==> config.mk <==
export PLATFORM = sky130hd
export DESIGN_NAME = qpimem_subsys
export DESIGN_NICKNAME = d
export VERILOG_FILES = /design/src/qpimem_pkg.sv /design/src/qpimem_fifo.sv /design/src/qpimem_iface.sv /design/src/qpimem_sequencer.sv /design/src/qpimem_subsys.sv
export SDC_FILE = /design/constraint.sdc
export NUM_CORES = 1
export LEC_CHECK = 0
export ABC_CLOCK_PERIOD_IN_PS = 9200
export BUFFER_PORTS_ARGS = -buffer_cell sky130_fd_sc_hd__buf_2
export CAP_MARGIN = 20
export CORE_UTILIZATION = 60
export CTS_BUF_LIST = sky130_fd_sc_hd__clkbuf_8
export CTS_CLUSTER_DIAMETER = 50
export DETAILED_ROUTE_END_ITERATION = 12
export PLACE_DENSITY_LB_ADDON = 0.08
export SLEW_MARGIN = 30
export SYNTH_ARGS = -nofsm -noshare
export SYNTH_HDL_FRONTEND = slang
export SYNTH_SLANG_ARGS = --single-unit
export TNS_END_PERCENT = 5
==> constraint.sdc <==
create_clock -name clk -period 9.2 [get_ports clk]
set_clock_uncertainty 0.05 [all_clocks]
set_input_delay 1.84 -clock clk [delete_from_list [all_inputs] [get_ports clk]]
set_output_delay 1.84 -clock clk [all_outputs]
set_load 0.005 [all_outputs]
==> src/qpimem_pkg.sv <==
// shared constants for the qpi psram subsystem
// chip command set, data widths and fifo sizing
// host request, data word and read item structs
`default_nettype none

package qpimem_pkg;

	// word address, six nibbles on the bus
	localparam int addr_w = 24;
	// data word, eight nibbles on the bus
	localparam int word_w = 32;

	// burst length limits
	localparam int max_burst = 16;
	// holds 0 up to max_burst
	localparam int count_w = $clog2(max_burst + 1);

	// both fifos hold one full burst
	localparam int fifo_depth = max_burst;

	// ly68l6400 style command set, commands sent as qpi nibbles
	localparam logic [7:0] read_cmd = 8'heb;
	localparam logic [7:0] write_cmd = 8'h38;

	// dummy nibbles after the address
	localparam int read_dummy = 7;
	localparam int write_dummy = 0;
	// value put on the bus during dummies
	localparam logic [3:0] dummy_val = 4'h0;

	typedef logic [word_w-1:0] word_t;

	// one burst request from the host
	typedef struct packed {
		logic write;
		logic [addr_w-1:0] addr;
		// 1 to max_burst
		logic [count_w-1:0] nwords;
	} host_req_t;

	// read fifo entry, last marks the final word of a burst
	typedef struct packed {
		word_t data;
		logic last;
	} rd_item_t;

endpackage

`default_nettype wire

==> src/qpimem_fifo.sv <==
// synchronous fifo, payload type and depth set per instance
// circular buffer with occupancy count, head shown combinationally
`default_nettype none
`timescale 1ns/100ps

module qpimem_fifo #(
	parameter type payload_t = qpimem_pkg::word_t,
	// power of two, pointers wrap on their own
	parameter int depth = qpimem_pkg::fifo_depth
) (
	input wire clk,
	input wire rst,
	input wire push,
	input wire payload_t push_data,
	input wire pop,
	output payload_t head,
	output logic full,
	output logic empty,
	output logic [qpimem_pkg::count_w:0] count
);

	payload_t mem [depth];
	logic [$clog2(depth)-1:0] wr_ptr;
	logic [$clog2(depth)-1:0] rd_ptr;
	logic push_ok;
	logic pop_ok;

	// push when full and pop when empty are ignored
	assign push_ok = push && !full;
	assign pop_ok = pop && !empty;

	assign full = (count == depth);
	assign empty = (count == 0);
	assign head = mem[rd_ptr];

	always_ff @(posedge clk) begin
		if (push_ok)
			mem[wr_ptr] <= push_data;
	end

	always_ff @(posedge clk) begin
		if (rst) begin
			wr_ptr <= '0;
			rd_ptr <= '0;
			count <= '0;
		end else begin
			if (push_ok)
				wr_ptr <= wr_ptr + 1'b1;
			if (pop_ok)
				rd_ptr <= rd_ptr + 1'b1;
			// occupancy only moves when one side acts alone
			case ({push_ok, pop_ok})
				2'b10: count <= count + 1'b1;
				2'b01: count <= count - 1'b1;
				default: count <= count;
			endcase
		end
	end

endmodule

`default_nettype wire

==> src/qpimem_iface.sv <==
// qpi bit engine for a psram already switched to qpi mode
// sends command, address, dummy and data nibbles, samples read nibbles
// spi_clk is the inverted system clock
`default_nettype none
`timescale 1ns/100ps

module qpimem_iface (
	input wire clk,
	input wire rst,
	input wire do_read,
	input wire do_write,
	output logic next_byte,
	input wire [qpimem_pkg::addr_w-1:0] addr,
	input wire qpimem_pkg::word_t wdata,
	output qpimem_pkg::word_t rdata,
	output logic is_idle,
	output logic spi_clk,
	output logic spi_cs,
	output logic [3:0] spi_sout,
	input wire [3:0] spi_sin,
	output logic spi_oe
);

	typedef enum logic [2:0] {
		st_idle,
		st_cmd,
		st_addr,
		st_dummy,
		st_data,
		st_release
	} state_t;

	state_t state;
	// nibble index within the current phase, counts down
	logic [3:0] nib;
	// direction latched at burst start
	logic cur_read;
	// write level taken with next_byte
	logic keep_more;
	// read nibble taken on the falling clk edge
	logic [3:0] sin_s;
	// outgoing word on writes, assembly register on reads
	qpimem_pkg::word_t shift_word;
	logic [7:0] cmd;

	// pins change on rising clk, chip samples on rising spi_clk
	assign spi_clk = ~clk;

	assign is_idle = (state == st_idle) && !do_read && !do_write;

	assign cmd = cur_read ? qpimem_pkg::read_cmd : qpimem_pkg::write_cmd;

	// chip drives on falling spi_clk, so mid cycle is safe here
	always_ff @(negedge clk) begin
		sin_s <= spi_sin;
	end

	always_ff @(posedge clk) begin
		if (rst) begin
			state <= st_idle;
			nib <= '0;
			cur_read <= 1'b0;
			keep_more <= 1'b0;
			next_byte <= 1'b0;
			spi_cs <= 1'b1;
			spi_oe <= 1'b0;
			spi_sout <= '0;
		end else begin
			next_byte <= 1'b0;
			// level sampled together with each word handover
			if (next_byte)
				keep_more <= do_write;

			case (state)
				st_idle: begin
					if (do_read || do_write) begin
						state <= st_cmd;
						nib <= 4'd1;
						cur_read <= do_read;
					end
				end

				st_cmd: begin
					// cs low together with the first command nibble
					spi_cs <= 1'b0;
					spi_oe <= 1'b1;
					spi_sout <= cmd[nib*4 +: 4];
					nib <= nib - 1'b1;
					if (nib == 4'd0) begin
						state <= st_addr;
						nib <= 4'd5;
					end
				end

				st_addr: begin
					// high nibble first
					spi_sout <= addr[nib*4 +: 4];
					nib <= nib - 1'b1;
					if (nib == 4'd0) begin
						if (!cur_read && qpimem_pkg::write_dummy == 0) begin
							// first word taken here, no dummies on writes
							shift_word <= wdata;
							next_byte <= 1'b1;
							state <= st_data;
							nib <= 4'd7;
						end else begin
							state <= st_dummy;
							nib <= cur_read ? 4'(qpimem_pkg::read_dummy) :
								4'(qpimem_pkg::write_dummy);
						end
					end
				end

				st_dummy: begin
					spi_sout <= qpimem_pkg::dummy_val;
					nib <= nib - 1'b1;
					if (cur_read) begin
						// turnaround in the last dummy nibble
						if (nib == 4'd1)
							spi_oe <= 1'b0;
						// extra cycle lines the sample up with the pins
						if (nib == 4'd0) begin
							state <= st_data;
							nib <= 4'd7;
						end
					end else if (nib == 4'd1) begin
						shift_word <= wdata;
						next_byte <= 1'b1;
						state <= st_data;
						nib <= 4'd7;
					end
				end

				st_data: begin
					nib <= nib - 1'b1;
					if (cur_read) begin
						shift_word <= {shift_word[27:0], sin_s};
						if (nib == 4'd0) begin
							rdata <= {shift_word[27:0], sin_s};
							next_byte <= 1'b1;
							nib <= 4'd7;
							// host dropped the level, this was the last word
							if (!do_read) begin
								spi_cs <= 1'b1;
								state <= st_release;
							end
						end
					end else begin
						spi_sout <= shift_word[31:28];
						shift_word <= {shift_word[27:0], 4'h0};
						if (nib == 4'd0) begin
							if (keep_more) begin
								// chain the next word straight on
								shift_word <= wdata;
								next_byte <= 1'b1;
								nib <= 4'd7;
							end else begin
								state <= st_release;
							end
						end
					end
				end

				st_release: begin
					// last write nibble is on the pins now
					spi_cs <= 1'b1;
					spi_oe <= 1'b0;
					state <= st_idle;
				end

				default: begin
					state <= st_idle;
				end
			endcase
		end
	end

endmodule

`default_nettype wire

==> src/qpimem_sequencer.sv <==
// burst sequencer between host, fifos and the qpi engine
// admits a request once the fifos can serve the whole burst
// shapes the do levels and turns next_byte into fifo pops and pushes
`default_nettype none
`timescale 1ns/100ps

module qpimem_sequencer (
	input wire clk,
	input wire rst,
	input wire req_strobe,
	input wire qpimem_pkg::host_req_t req,
	output logic ready,
	output logic done,
	input wire [qpimem_pkg::count_w:0] wr_count,
	input wire [qpimem_pkg::count_w:0] rd_count,
	output logic wr_pop,
	output logic rd_push,
	output qpimem_pkg::rd_item_t rd_push_item,
	output logic do_read,
	output logic do_write,
	output logic [qpimem_pkg::addr_w-1:0] addr,
	input wire next_byte,
	input wire qpimem_pkg::word_t rdata,
	input wire is_idle
);

	typedef enum logic [1:0] {
		sq_idle,
		sq_wait,
		sq_run
	} seq_state_t;

	seq_state_t state;
	// request held from strobe until done
	qpimem_pkg::host_req_t pend;
	// request under admission check
	qpimem_pkg::host_req_t cand;
	// words still to move in this burst
	logic [qpimem_pkg::count_w-1:0] left;
	logic [qpimem_pkg::count_w-1:0] left_after;
	logic [qpimem_pkg::count_w:0] rd_free;
	logic fits;
	logic wr_on;

	assign ready = (state == sq_idle);
	assign addr = pend.addr;

	// new strobe checked at once, a held one every cycle after
	assign cand = (state == sq_idle) ? req : pend;
	assign rd_free = qpimem_pkg::fifo_depth[qpimem_pkg::count_w:0] - rd_count;
	assign fits = cand.write ? (wr_count >= {1'b0, cand.nwords}) :
		(rd_free >= {1'b0, cand.nwords});

	assign left_after = next_byte ? left - 1'b1 : left;

	// write fifo head is taken by the engine on next_byte
	assign wr_pop = (state == sq_run) && next_byte && pend.write;
	assign rd_push = (state == sq_run) && next_byte && !pend.write;
	assign rd_push_item = '{data: rdata, last: (left == 1)};

	// low already in the cycle the final word is handed over
	assign do_write = wr_on && !(next_byte && left == 1);

	always_ff @(posedge clk) begin
		if (state == sq_idle && req_strobe)
			pend <= req;
	end

	always_ff @(posedge clk) begin
		if (rst) begin
			state <= sq_idle;
			left <= '0;
			do_read <= 1'b0;
			wr_on <= 1'b0;
			done <= 1'b0;
		end else begin
			done <= 1'b0;
			case (state)
				sq_idle, sq_wait: begin
					if ((state == sq_wait || req_strobe) && fits) begin
						state <= sq_run;
						left <= cand.nwords;
						do_read <= !cand.write;
						wr_on <= cand.write;
					end else if (req_strobe) begin
						// no room or data yet, keep ready low
						state <= sq_wait;
					end
				end

				sq_run: begin
					left <= left_after;
					if (next_byte && left == 1)
						wr_on <= 1'b0;
					// engine stops at the word end where do_read is low
					do_read <= do_read && (left_after > 1);
					if (is_idle) begin
						done <= 1'b1;
						state <= sq_idle;
					end
				end

				default: begin
					state <= sq_idle;
				end
			endcase
		end
	end

endmodule

`default_nettype wire

==> src/qpimem_subsys.sv <==
// top level of the qpi psram access subsystem
// sequencer, qpi engine, write fifo and read fifo
`default_nettype none
`timescale 1ns/100ps

module qpimem_subsys (
	input wire clk,
	input wire rst,
	// host request
	input wire req_strobe,
	input wire qpimem_pkg::host_req_t req,
	output logic ready,
	output logic done,
	// host write data
	input wire wr_push,
	input wire qpimem_pkg::word_t wr_data,
	output logic wr_full,
	// host read data
	input wire rd_pop,
	output qpimem_pkg::rd_item_t rd_item,
	output logic rd_empty,
	// psram pins
	output logic spi_clk,
	output logic spi_cs,
	output logic [3:0] spi_sout,
	input wire [3:0] spi_sin,
	output logic spi_oe
);

	qpimem_pkg::word_t wr_head;
	logic [qpimem_pkg::count_w:0] wr_count;
	logic [qpimem_pkg::count_w:0] rd_count;
	logic wr_pop;
	logic rd_push;
	qpimem_pkg::rd_item_t rd_push_item;
	// sequencer to engine
	logic do_read;
	logic do_write;
	logic [qpimem_pkg::addr_w-1:0] addr;
	logic next_byte;
	qpimem_pkg::word_t rdata;
	logic is_idle;

	qpimem_fifo #(
		.payload_t(qpimem_pkg::word_t),
		.depth(qpimem_pkg::fifo_depth)
	) i_wr_fifo (
		.clk(clk),
		.rst(rst),
		.push(wr_push),
		.push_data(wr_data),
		.pop(wr_pop),
		.head(wr_head),
		.full(wr_full),
		.empty(),
		.count(wr_count)
	);

	qpimem_fifo #(
		.payload_t(qpimem_pkg::rd_item_t),
		.depth(qpimem_pkg::fifo_depth)
	) i_rd_fifo (
		.clk(clk),
		.rst(rst),
		.push(rd_push),
		.push_data(rd_push_item),
		.pop(rd_pop),
		.head(rd_item),
		.full(),
		.empty(rd_empty),
		.count(rd_count)
	);

	qpimem_sequencer i_sequencer (
		.clk(clk),
		.rst(rst),
		.req_strobe(req_strobe),
		.req(req),
		.ready(ready),
		.done(done),
		.wr_count(wr_count),
		.rd_count(rd_count),
		.wr_pop(wr_pop),
		.rd_push(rd_push),
		.rd_push_item(rd_push_item),
		.do_read(do_read),
		.do_write(do_write),
		.addr(addr),
		.next_byte(next_byte),
		.rdata(rdata),
		.is_idle(is_idle)
	);

	// write data comes straight from the fifo head
	qpimem_iface i_iface (
		.clk(clk),
		.rst(rst),
		.do_read(do_read),
		.do_write(do_write),
		.next_byte(next_byte),
		.addr(addr),
		.wdata(wr_head),
		.rdata(rdata),
		.is_idle(is_idle),
		.spi_clk(spi_clk),
		.spi_cs(spi_cs),
		.spi_sout(spi_sout),
		.spi_sin(spi_sin),
		.spi_oe(spi_oe)
	);

endmodule

`default_nettype wire

After elaboration in Yosys (flattened, before gate mapping). Memory sizes are Yosys's and may differ from the RTL's. A register that Yosys moved wholly into a read port is not among the register bits. Cells that the tools add are included.

Memories: 2. Bits in writable memories: 1040. Memory bits (read-only): 0. Bits in latches: 0. Bits of input ports: 71. Word-level logic and storage cells: 205. Register bits after elaboration: 152. Output and inout bits: 44.

Memories: i_rd_fifo.mem (words 16, width 33, read ports 1, clocked after Yosys merged registers in 1, wr ports 1, RTL line qpimem_fifo.sv:22) `payload_t mem [depth];`; i_wr_fifo.mem (words 16, width 32, read ports 1, clocked after Yosys merged registers in 1, wr ports 1, RTL line qpimem_fifo.sv:22).

$mul: 0. Eq/ne operators: 34. Bitwise gates (word level): 3. Magnitude comparators: 3. Reductions and logical operators: 51. Muxes and demuxes: 74. Divide/modulo/power cells: 0. Shifts and indexed selects: 2. $add $sub $neg: 11.

Operator list (number): 32-bit two-way mux (7); 32-bit one-hot mux with 3 select lines (1); 4-bit two-way mux (13); 3-bit two-way mux (12); 30-bit two-way mux (1); 6-bit one-hot mux with 2 select lines (2); 24-bit by 7-bit indexed part select with 4-bit output (1); 1-bit two-way mux (22); 4-bit one-hot mux with 5 select lines (1); 4-bit by 1-bit adder with 4-bit output (second input constant) (4); 2-bit by 1-bit inequality test with 1-bit output (second input constant) (8); 4-bit one-hot mux with 4 select lines (1); 3-bit one-hot mux with 5 select lines (1); 1-bit logical AND (14); 6-bit by 1-bit adder with 6-bit output (second input constant) (2); 6-bit by 5-bit equality test with 1-bit output (second input constant) (2); 6-bit by 5-bit greater-or-equal comparator with 1-bit output (2); 6-bit logical NOT (2); 2-bit inequality test (second input constant) (6); 6-bit by 1-bit subtractor with 6-bit output (second input constant) (2); 5-bit two-way mux (2); 5-bit one-hot mux with 2 select lines (1); 2-bit AND reduction (5); 1-bit logical NOT (9); other kinds (34) (57).

Depth between registers and ports, before layout. Gate-level depths: netlist of the first run.

Word-level depth: 8. Depth in mapped cells: 15. Depth with buffers taken out: 14.

Modules after synthesis. A second synthesis of the first run with hierarchy kept.

Cell total of the unflattened synthesis: 2249. Area total of the unflattened synthesis: 47610.7 um^2.

By module, submodules not included: qpimem_fifo (i_rd_fifo) (times used 1, area each 21001.4 um^2, seq. area each 16215.6 um^2, cells an instance 880); qpimem_fifo (i_wr_fifo) (times used 1, area each 20377.0 um^2, seq. area each 15735.1 um^2, cells an instance 856); qpimem_iface (times used 1, area each 3837.4 um^2, seq. area each 2322.2 um^2, cells an instance 292); qpimem_sequencer (times used 1, area each 2394.8 um^2, seq. area each 1101.1 um^2, cells an instance 221).

==> results.txt, run 1 <==
----------------------------------------------------
[Status]
  Outcome ... completed

[Critical path]
  Cell occurring most often along the worst timing path ... clkbuf_8
  Path depth of the worst reg2reg path ... 1
  R2R Path Start ... i_iface.sin_s[1]
  Worst Setup Path Type ... clock port to output pin
  Setup slack of the worst register-to-register path ... 3.77 ns
  Crit path required time ... 7.31 ns
  Capture point of the worst path ... spi_clk
  Crit-path max cell delay ... 0.26 ns
  Data arrival time of the critical path ... 5.43 ns
  Worst Setup Start Kind ... clock port
  Reg2Reg Capture Point ... i_iface.shift_word[1]
  Sort of element at the end of the critical path ... output pin
  Ordered cell list for the critical path ... clkbuf_8 -> clkbuf_8 -> clkbuf_8 -> inv_1 -> buf_2
  Maximum fanout encountered on the critical timing path ... 16
  First element of the critical path ... clk
  Library cell contributing the largest single delay on the critical path ... clkbuf_8

[Synth]
  Top-area cell type share of the netlist area ... 73.3%
  Synthesized area ... 0.0465 sq mm
  Register bit count reported by yosys ... 1200
  Register area share after synthesis ... 76.1%
  Flip-flop cell with the highest count after synthesis ... edfxtp_1
  Avg Synthesized Cell Area ... 22.0 sq um
  Number of flops mapped to enable cells by yosys ... 1134
  Number of nets produced by synthesis ... 2225
  Share of flip-flops with an asynchronous set or reset after synthesis ... 0%
  Warning count from the yosys run ... 0
  Number of library cell types mapped by synthesis ... 72
  Cell taking the most area after synthesis ... edfxtp_1
  Number of standard cells after synthesis ... 2117
  Synth top area cells ... edfxtp_1, mux4_2, dfxtp_1

[Layout]
  Most frequent standard cell in the layout excluding fill and tap cells ... edfxtp_1
  Ratio of cells with drive above 1 in the final layout ... 31.6%
  Final core utilization ... 68.0%
  Top library cells by usage in the layout, fill and taps aside ... edfxtp_1, mux4_2, clkbuf_8, buf_2, inv_1
  Combined area of the multi-input logic cells ... 0.0107 sq mm
  Sequential Area ... 0.0354 sq mm
  Final layout net count ... 2473
  Area added between synthesis and finish ... 11.6%
  Fill count ... 4968

[GRT]
  Number of antenna violations at the first check in global routing ... 9
  Global-route wire length before repair ... 141000 microns
  Total grt overflow ... 0
  Vias in the first global route ... 22500
  Global-route total usage across every layer ... 25.0%
  Pin count of the biggest net entering global routing ... 89

[STA]
  Worst hold slack across all endpoints ... 0.378 ns
  Number of failing setup endpoints in the final timing report ... 0
  Setup TNS after final layout ... 0 ns
  Final Hold Fails ... 0
  Max_slew headroom ... 39.3%
  Slew at the pin closest to its max-slew limit ... 0.907 ns
  Number of pins exceeding their max-slew limit in the final report ... 0
  Unrepaired setup endpoints after global routing ... false
  Final WS setup ... 1.88 ns

[Power and ir drop]
  Clock Power Share ... 36.7%
  P_int ... 8.35 mW
  Switching power as a share of total power ... 23.1%
  Maximum vdd drop ... 170 uV
  Part of the power in registers ... 57.2%
  Net load switching power ... 2.51 mW
  Combinational fraction of design power ... 6.1%
  Leakage ... 16.5 nW
  Cell Pwr Density ... 209 mW/mm^2

[Die]
  Row count ... 101
  Area inside the core boundary ... 0.0763 sq mm
  Die span in y ... 280 microns
  Top-Level Pins ... 115
  Width of the die ... 280 microns
  Overall die area ... 0.0786 sq mm
  Initial core utilization ... 60.9%

[Clocking]
  Resized cells post-CTS ... 0
  Max Root-Sink Buffers ... 3
  Setup Fix Bufs, Post-CTS ... 0
  Clk slew on worst S/H paths ... 0.05 ns
  CTS tree ... done
  CTS H-tree lvls ... 4
  Clock network latency to the later pin of the worst-skew pair ... 0.82 ns
  CTS root buffer ... clkbuf_8
  Hold Buf Count CTS ... 0
  Number of CTS-inserted buffers ... 185

[Placement]
  Routability congestion estimate from global placement ... 0.820
  Port-buffer cells ... 114
  Dpl hpwl ... 53000 microns
  Worst-case setup slack after placement ... 2.50 ns

[Route]
  Vias after detailed routing ... 21700
  Average wire per standard cell ... 27.0 microns
  Detailed-route vias per instance ... 6.14
  Remaining number of nets flagged by the antenna check after routing ... 0
  Initial detailed-routing violation count ... 1808
  DR DRC count ... 0
  Drt pass-1 iters ... 7
  Wirelength, routed ... 95500 microns

[Hold path]
  Hold Crit Class ... register to register

[Run]
  MaxCap Viol Count ... 0

----------------------------------------------------
[cell usage after synthesis (6+ instances only)]
master / n
buf_2: 12
o211ai_1: 8
clkbuf_1: 69
nor4_1: 6
a211oi_1: 6
xor2_1: 13
buf_1: 16
nand2_1: 28
a21oi_1: 37
mux2i_1: 15
o31ai_1: 6
a221oi_1: 6
dfxtp_1: 66
edfxtp_1: 1134
nand2b_1: 12
xnor2_1: 15
and2_1: 17
nor3b_1: 6
mux4_2: 325
ha_1: 35
nand4_1: 7
nor2b_1: 7
mux2_2: 32
nor3_1: 19
o21ai_0: 18
nor2_1: 80
nand3_1: 9
buf_4: 10
inv_1: 30
[area by class of cell]
| cell class | instances | area share, % |
|---|---|---|
| sequential | 1200 | 68.2 |
| multi-input combinational | 777 | 20.5 |
| clock buffer | 192 | 5.08 |
| tap | 1030 | 2.48 |
| timing repair buffer | 166 | 2.06 |
| clock inverter | 144 | 1.40 |
| inverter | 29 | 0.210 |
| antenna | 3 | 0.0145 |
[worst max-delay path: cells and delay by family]
family                 cells  cell delay [ns]
buffers and inverters      5             0.83
[logic make-up after synthesis]
group	share of synthesized area, %
DFF	76.1
muxes	16.9
and+or+nand+nor	2.36
buffers and inverters	1.29
AOI/OAI and AO/OA	1.80
adders and majority gates	1.03
xor gates and xnor gates	0.528
[per-layer routing]
layer	vias to the layer above	part of all wire (%)	GRT usage [%]
met4	8	2.0	7.71
met3	153	6.3	4.50
met2	692	52	42.7
met1	11500	40	33.1
li1	9399	-	-
met5	-	0.046	0
[power by group through the flow]
stage	logic (mW)	registers [mW]	clock network, mW
global placement	0.632	6.32	0.00875
CTS	0.656	6.21	4.08
finish	0.662	6.21	3.98
global route	0.729	6.22	4.30
detailed placement	0.653	6.32	0.00875
floorplan	0.500	6.24	0.00515
[registers in the layout, indices dropped and copies added, names as in the netlist, 2 cells and up, named ones only]
name / flops
i_sequencer.left: 5
i_rd_fifo.rd_ptr: 4
i_rd_fifo.mem: 528
i_sequencer.addr: 24
i_sequencer.pend: 6
i_wr_fifo.mem: 512
i_iface.shift_word: 32
i_iface.sin_s: 4
i_rd_fifo.wr_ptr: 4
i_rd_fifo.count: 6
i_wr_fifo.wr_ptr: 4
i_sequencer.state: 2
i_iface.state: 3
i_iface.spi_sout: 4
i_iface.nib: 4
i_iface.rdata: 32
i_wr_fifo.rd_ptr: 4
i_wr_fifo.count: 6
[worst min path at each step]
stage | from | endpoint | slack [ns] | depth (start not counted)
floorplan | i_iface.shift_word[6] | i_iface.rdata[10] | 0.37 | 0
global placement | i_iface.shift_word[15] | i_iface.rdata[19] | 0.39 | 0
detailed placement | i_iface.shift_word[17] | i_iface.rdata[21] | 0.39 | 0
CTS | i_iface.shift_word[15] | i_iface.rdata[19] | 0.38 | 0
global route | i_iface.shift_word[17] | i_iface.rdata[21] | 0.40 | 0
finish | i_iface.shift_word[15] | i_iface.rdata[19] | 0.38 | 0
[metrics by stage]
stage / total power [mW] / instance area (sq um) / instances
2_1_floorplan: 6.75 / 46500 / 2117
4_1_cts: 10.9 / 51800 / 3535
6_report: 10.9 / 51900 / 3541
3_3_place_gp: 6.96 / 48400 / 3199
3_5_place_dp: 6.99 / 48400 / 3201
5_1_grt: 11.3 / 51900 / 3540
Power figures use the tool's default switching activity.
==> run 2, diff against run 1 <==
--- a/config.mk
+++ b/config.mk
@@ -5,7 +5,7 @@
 export SDC_FILE = /design/constraint.sdc
 export NUM_CORES = 1
 export LEC_CHECK = 0
-export ABC_CLOCK_PERIOD_IN_PS = 9200
+export ABC_CLOCK_PERIOD_IN_PS = 7500
 export BUFFER_PORTS_ARGS = -buffer_cell sky130_fd_sc_hd__buf_2
 export CAP_MARGIN = 20
 export CORE_UTILIZATION = 60
==> constraint.sdc (replaced) <==
create_clock -name clk -period 7.5 [get_ports clk]
set_clock_uncertainty 0.05 [all_clocks]
set_input_delay 1.5 -clock clk [delete_from_list [all_inputs] [get_ports clk]]
set_output_delay 1.5 -clock clk [all_outputs]
set_load 0.005 [all_outputs]
==> run 2 against run 1 <==
  * Combinational power grew 23%
  * Worst setup slack lost 0.51 ns
  * Global-route usage grew 0.14 points
  * Via count grew 0.42%
  * Wire length is essentially flat
  * Sequential power grew 23%
  * Final area grew 0.16%
  * Hold slack gained 0.029 ns
  * Highest routed layer unchanged
==> results.txt, run 2 (synthesis results as in run 1) <==
----------------------------------------------------
[Hold path]
  Worst min-delay path endpoint ... i_iface.rdata[16]
  Hold wc startpoint ... i_iface.shift_word[12]
  Hold Crit Class ... register to register
  Hold-critical path depth ... 0

[GRT]
  Total grt overflow ... 0
  Fraction of met1 tracks used by global routing ... 32.9%
  Pin count of the biggest net entering global routing ... 68
  Global routing met3 resource utilization ... 4.53%
  Global-route total usage across every layer ... 25.1%
  Number of antenna violations at the first check in global routing ... 8
  Global-route wire length before repair ... 141000 microns
  Met2 global-route usage ... 43.1%
  Global routing's busiest layer ... met2
  Vias in the first global route ... 22600

[Die]
  Initial core utilization ... 60.9%
  Die span in y ... 280 microns
  Top-Level Pins ... 115
  Overall die area ... 0.0786 sq mm
  Width of the die ... 280 microns
  Area inside the core boundary ... 0.0763 sq mm
  Row count ... 101

[Placement]
  Routability congestion estimate from global placement ... 0.814
  Dpl hpwl ... 51900 microns
  Port-buffer cells ... 114

[Clocking]
  Number of CTS-inserted buffers ... 185
  Max Root-Sink Buffers ... 3
  Clk slew on worst S/H paths ... 0.06 ns
  Clock network latency to the later pin of the worst-skew pair ... 0.82 ns
  Setup Fix Bufs, Post-CTS ... 0
  CTS H-tree lvls ... 4
  CTS root buffer ... clkbuf_8
  Hold Buf Count CTS ... 0
  Resized cells post-CTS ... 0
  CTS tree ... done

[Layout]
  Biggest regs ... i_rd_fifo.mem: 528 flops, i_wr_fifo.mem: 512 flops
  Ratio of cells with drive above 1 in the final layout ... 31.8%
  Final layout net count ... 2472
  Sequential Area ... 0.0354 sq mm
  Reg with most FFs ... i_rd_fifo.mem
  Fill count ... 4904
  Combined area of the multi-input logic cells ... 0.0107 sq mm
  Area added between synthesis and finish ... 11.8%
  Flip-flop count of the largest register after layout ... 528
  Top library cells by usage in the layout, fill and taps aside ... edfxtp_1, mux4_2, clkbuf_8, buf_2, inv_1
  Most frequent standard cell in the layout excluding fill and tap cells ... edfxtp_1

[Critical path]
  Ordered cell list for the critical path ... clkbuf_8 -> clkbuf_8 -> clkbuf_8 -> inv_1 -> buf_2
  Crit path required time ... 5.95 ns
  Library cell contributing the largest single delay on the critical path ... clkbuf_8
  Crit-path max cell delay ... 0.27 ns
  Path depth of the worst reg2reg path ... 1
  Sort of element at the end of the critical path ... output pin
  Cell occurring most often along the worst timing path ... clkbuf_8
  R2R Path Start ... i_iface.sin_s[2]
  Reg2Reg Capture Point ... i_iface.shift_word[2]
  Worst Setup Path Type ... clock port to output pin
  Maximum fanout encountered on the critical timing path ... 16
  Worst Setup Start Kind ... clock port
  Data arrival time of the critical path ... 4.59 ns
  Setup slack of the worst register-to-register path ... 2.94 ns

[STA]
  Number of failing setup endpoints in the final timing report ... 0
  Unrepaired setup endpoints after global routing ... false
  Max_slew headroom ... 39.7%
  Slew at the pin closest to its max-slew limit ... 0.900 ns
  Final Hold Fails ... 0
  Number of pins exceeding their max-slew limit in the final report ... 0
  Setup TNS after final layout ... 0 ns

[Route]
  DR DRC count ... 0
  Vias after detailed routing ... 21800
  Initial detailed-routing violation count ... 1748
  Detailed-route vias per instance ... 6.15
  Remaining number of nets flagged by the antenna check after routing ... 0
  Drt pass-1 iters ... 5
  Average wire per standard cell ... 26.9 microns
  Wirelength, routed ... 95400 microns

[Power and ir drop]
  Maximum vdd drop ... 197 uV
  Final total power ... 13.5 mW
  Cell Pwr Density ... 260 mW/mm^2
  Leakage ... 16.5 nW

[Run]
  MaxCap Viol Count ... 0

[Status]
  Outcome ... completed

----------------------------------------------------
==> run 2: how the worst max path moves through the flow <==
stage / start / end
final: clk / spi_clk
after floorplan: rst / i_iface.rdata[0]
after detailed placement: spi_sin[0] / i_iface.sin_s[0]
after CTS: clk / spi_clk
after global placement: spi_sin[3] / i_iface.sin_s[3]
after global routing: clk / spi_clk
==> run 2: area by class of cell <==
type,instances,area share [%]
multi-input combinational,777,20.5
inverter,29,0.209
sequential,1200,68.1
tap,1030,2.48
clock buffer,194,5.12
clock inverter,149,1.61
timing repair buffer,165,1.95
antenna,5,0.0241
==> run 2: per-stage QoR <==
| step | instance area [sq um] | hold slack (ns) | util, % | setup slack [ns] | instances |
|---|---|---|---|---|---|
| after floorplan | 46500 | 0.372 | - | 1.94 | 2117 |
| after global placement | 48400 | 0.387 | 63.4 | 1.99 | 3201 |
| after detailed placement | 48400 | 0.395 | 63.5 | 1.99 | 3202 |
| after CTS | 51900 | 0.399 | 68.0 | 1.30 | 3543 |
| after global routing | 52000 | 0.414 | 68.1 | 1.32 | 3547 |
| final | 52000 | 0.407 | 68.1 | 1.36 | 3549 |
==> run 2: where the power goes <==
group	internal [mW]	switching (mW)	leakage, nW
combinational	0.332	0.479	3.66
sequential	7.46	0.158	10.8
clock	2.64	2.46	2.02
total	10.4	3.09	16.5
==> run 2: per-layer routing <==
layer	vias to the layer above	wire length [microns]
met5	-	49
met4	8	2070
met3	185	5830
met2	722	49800
met1	11500	37600
li1	9405	-
==> run 2: critical path, delay by kind of cell <==
| kind | cells | cell delay [ns] |
|---|---|---|
| buffers and inverters | 5 | 0.83 |
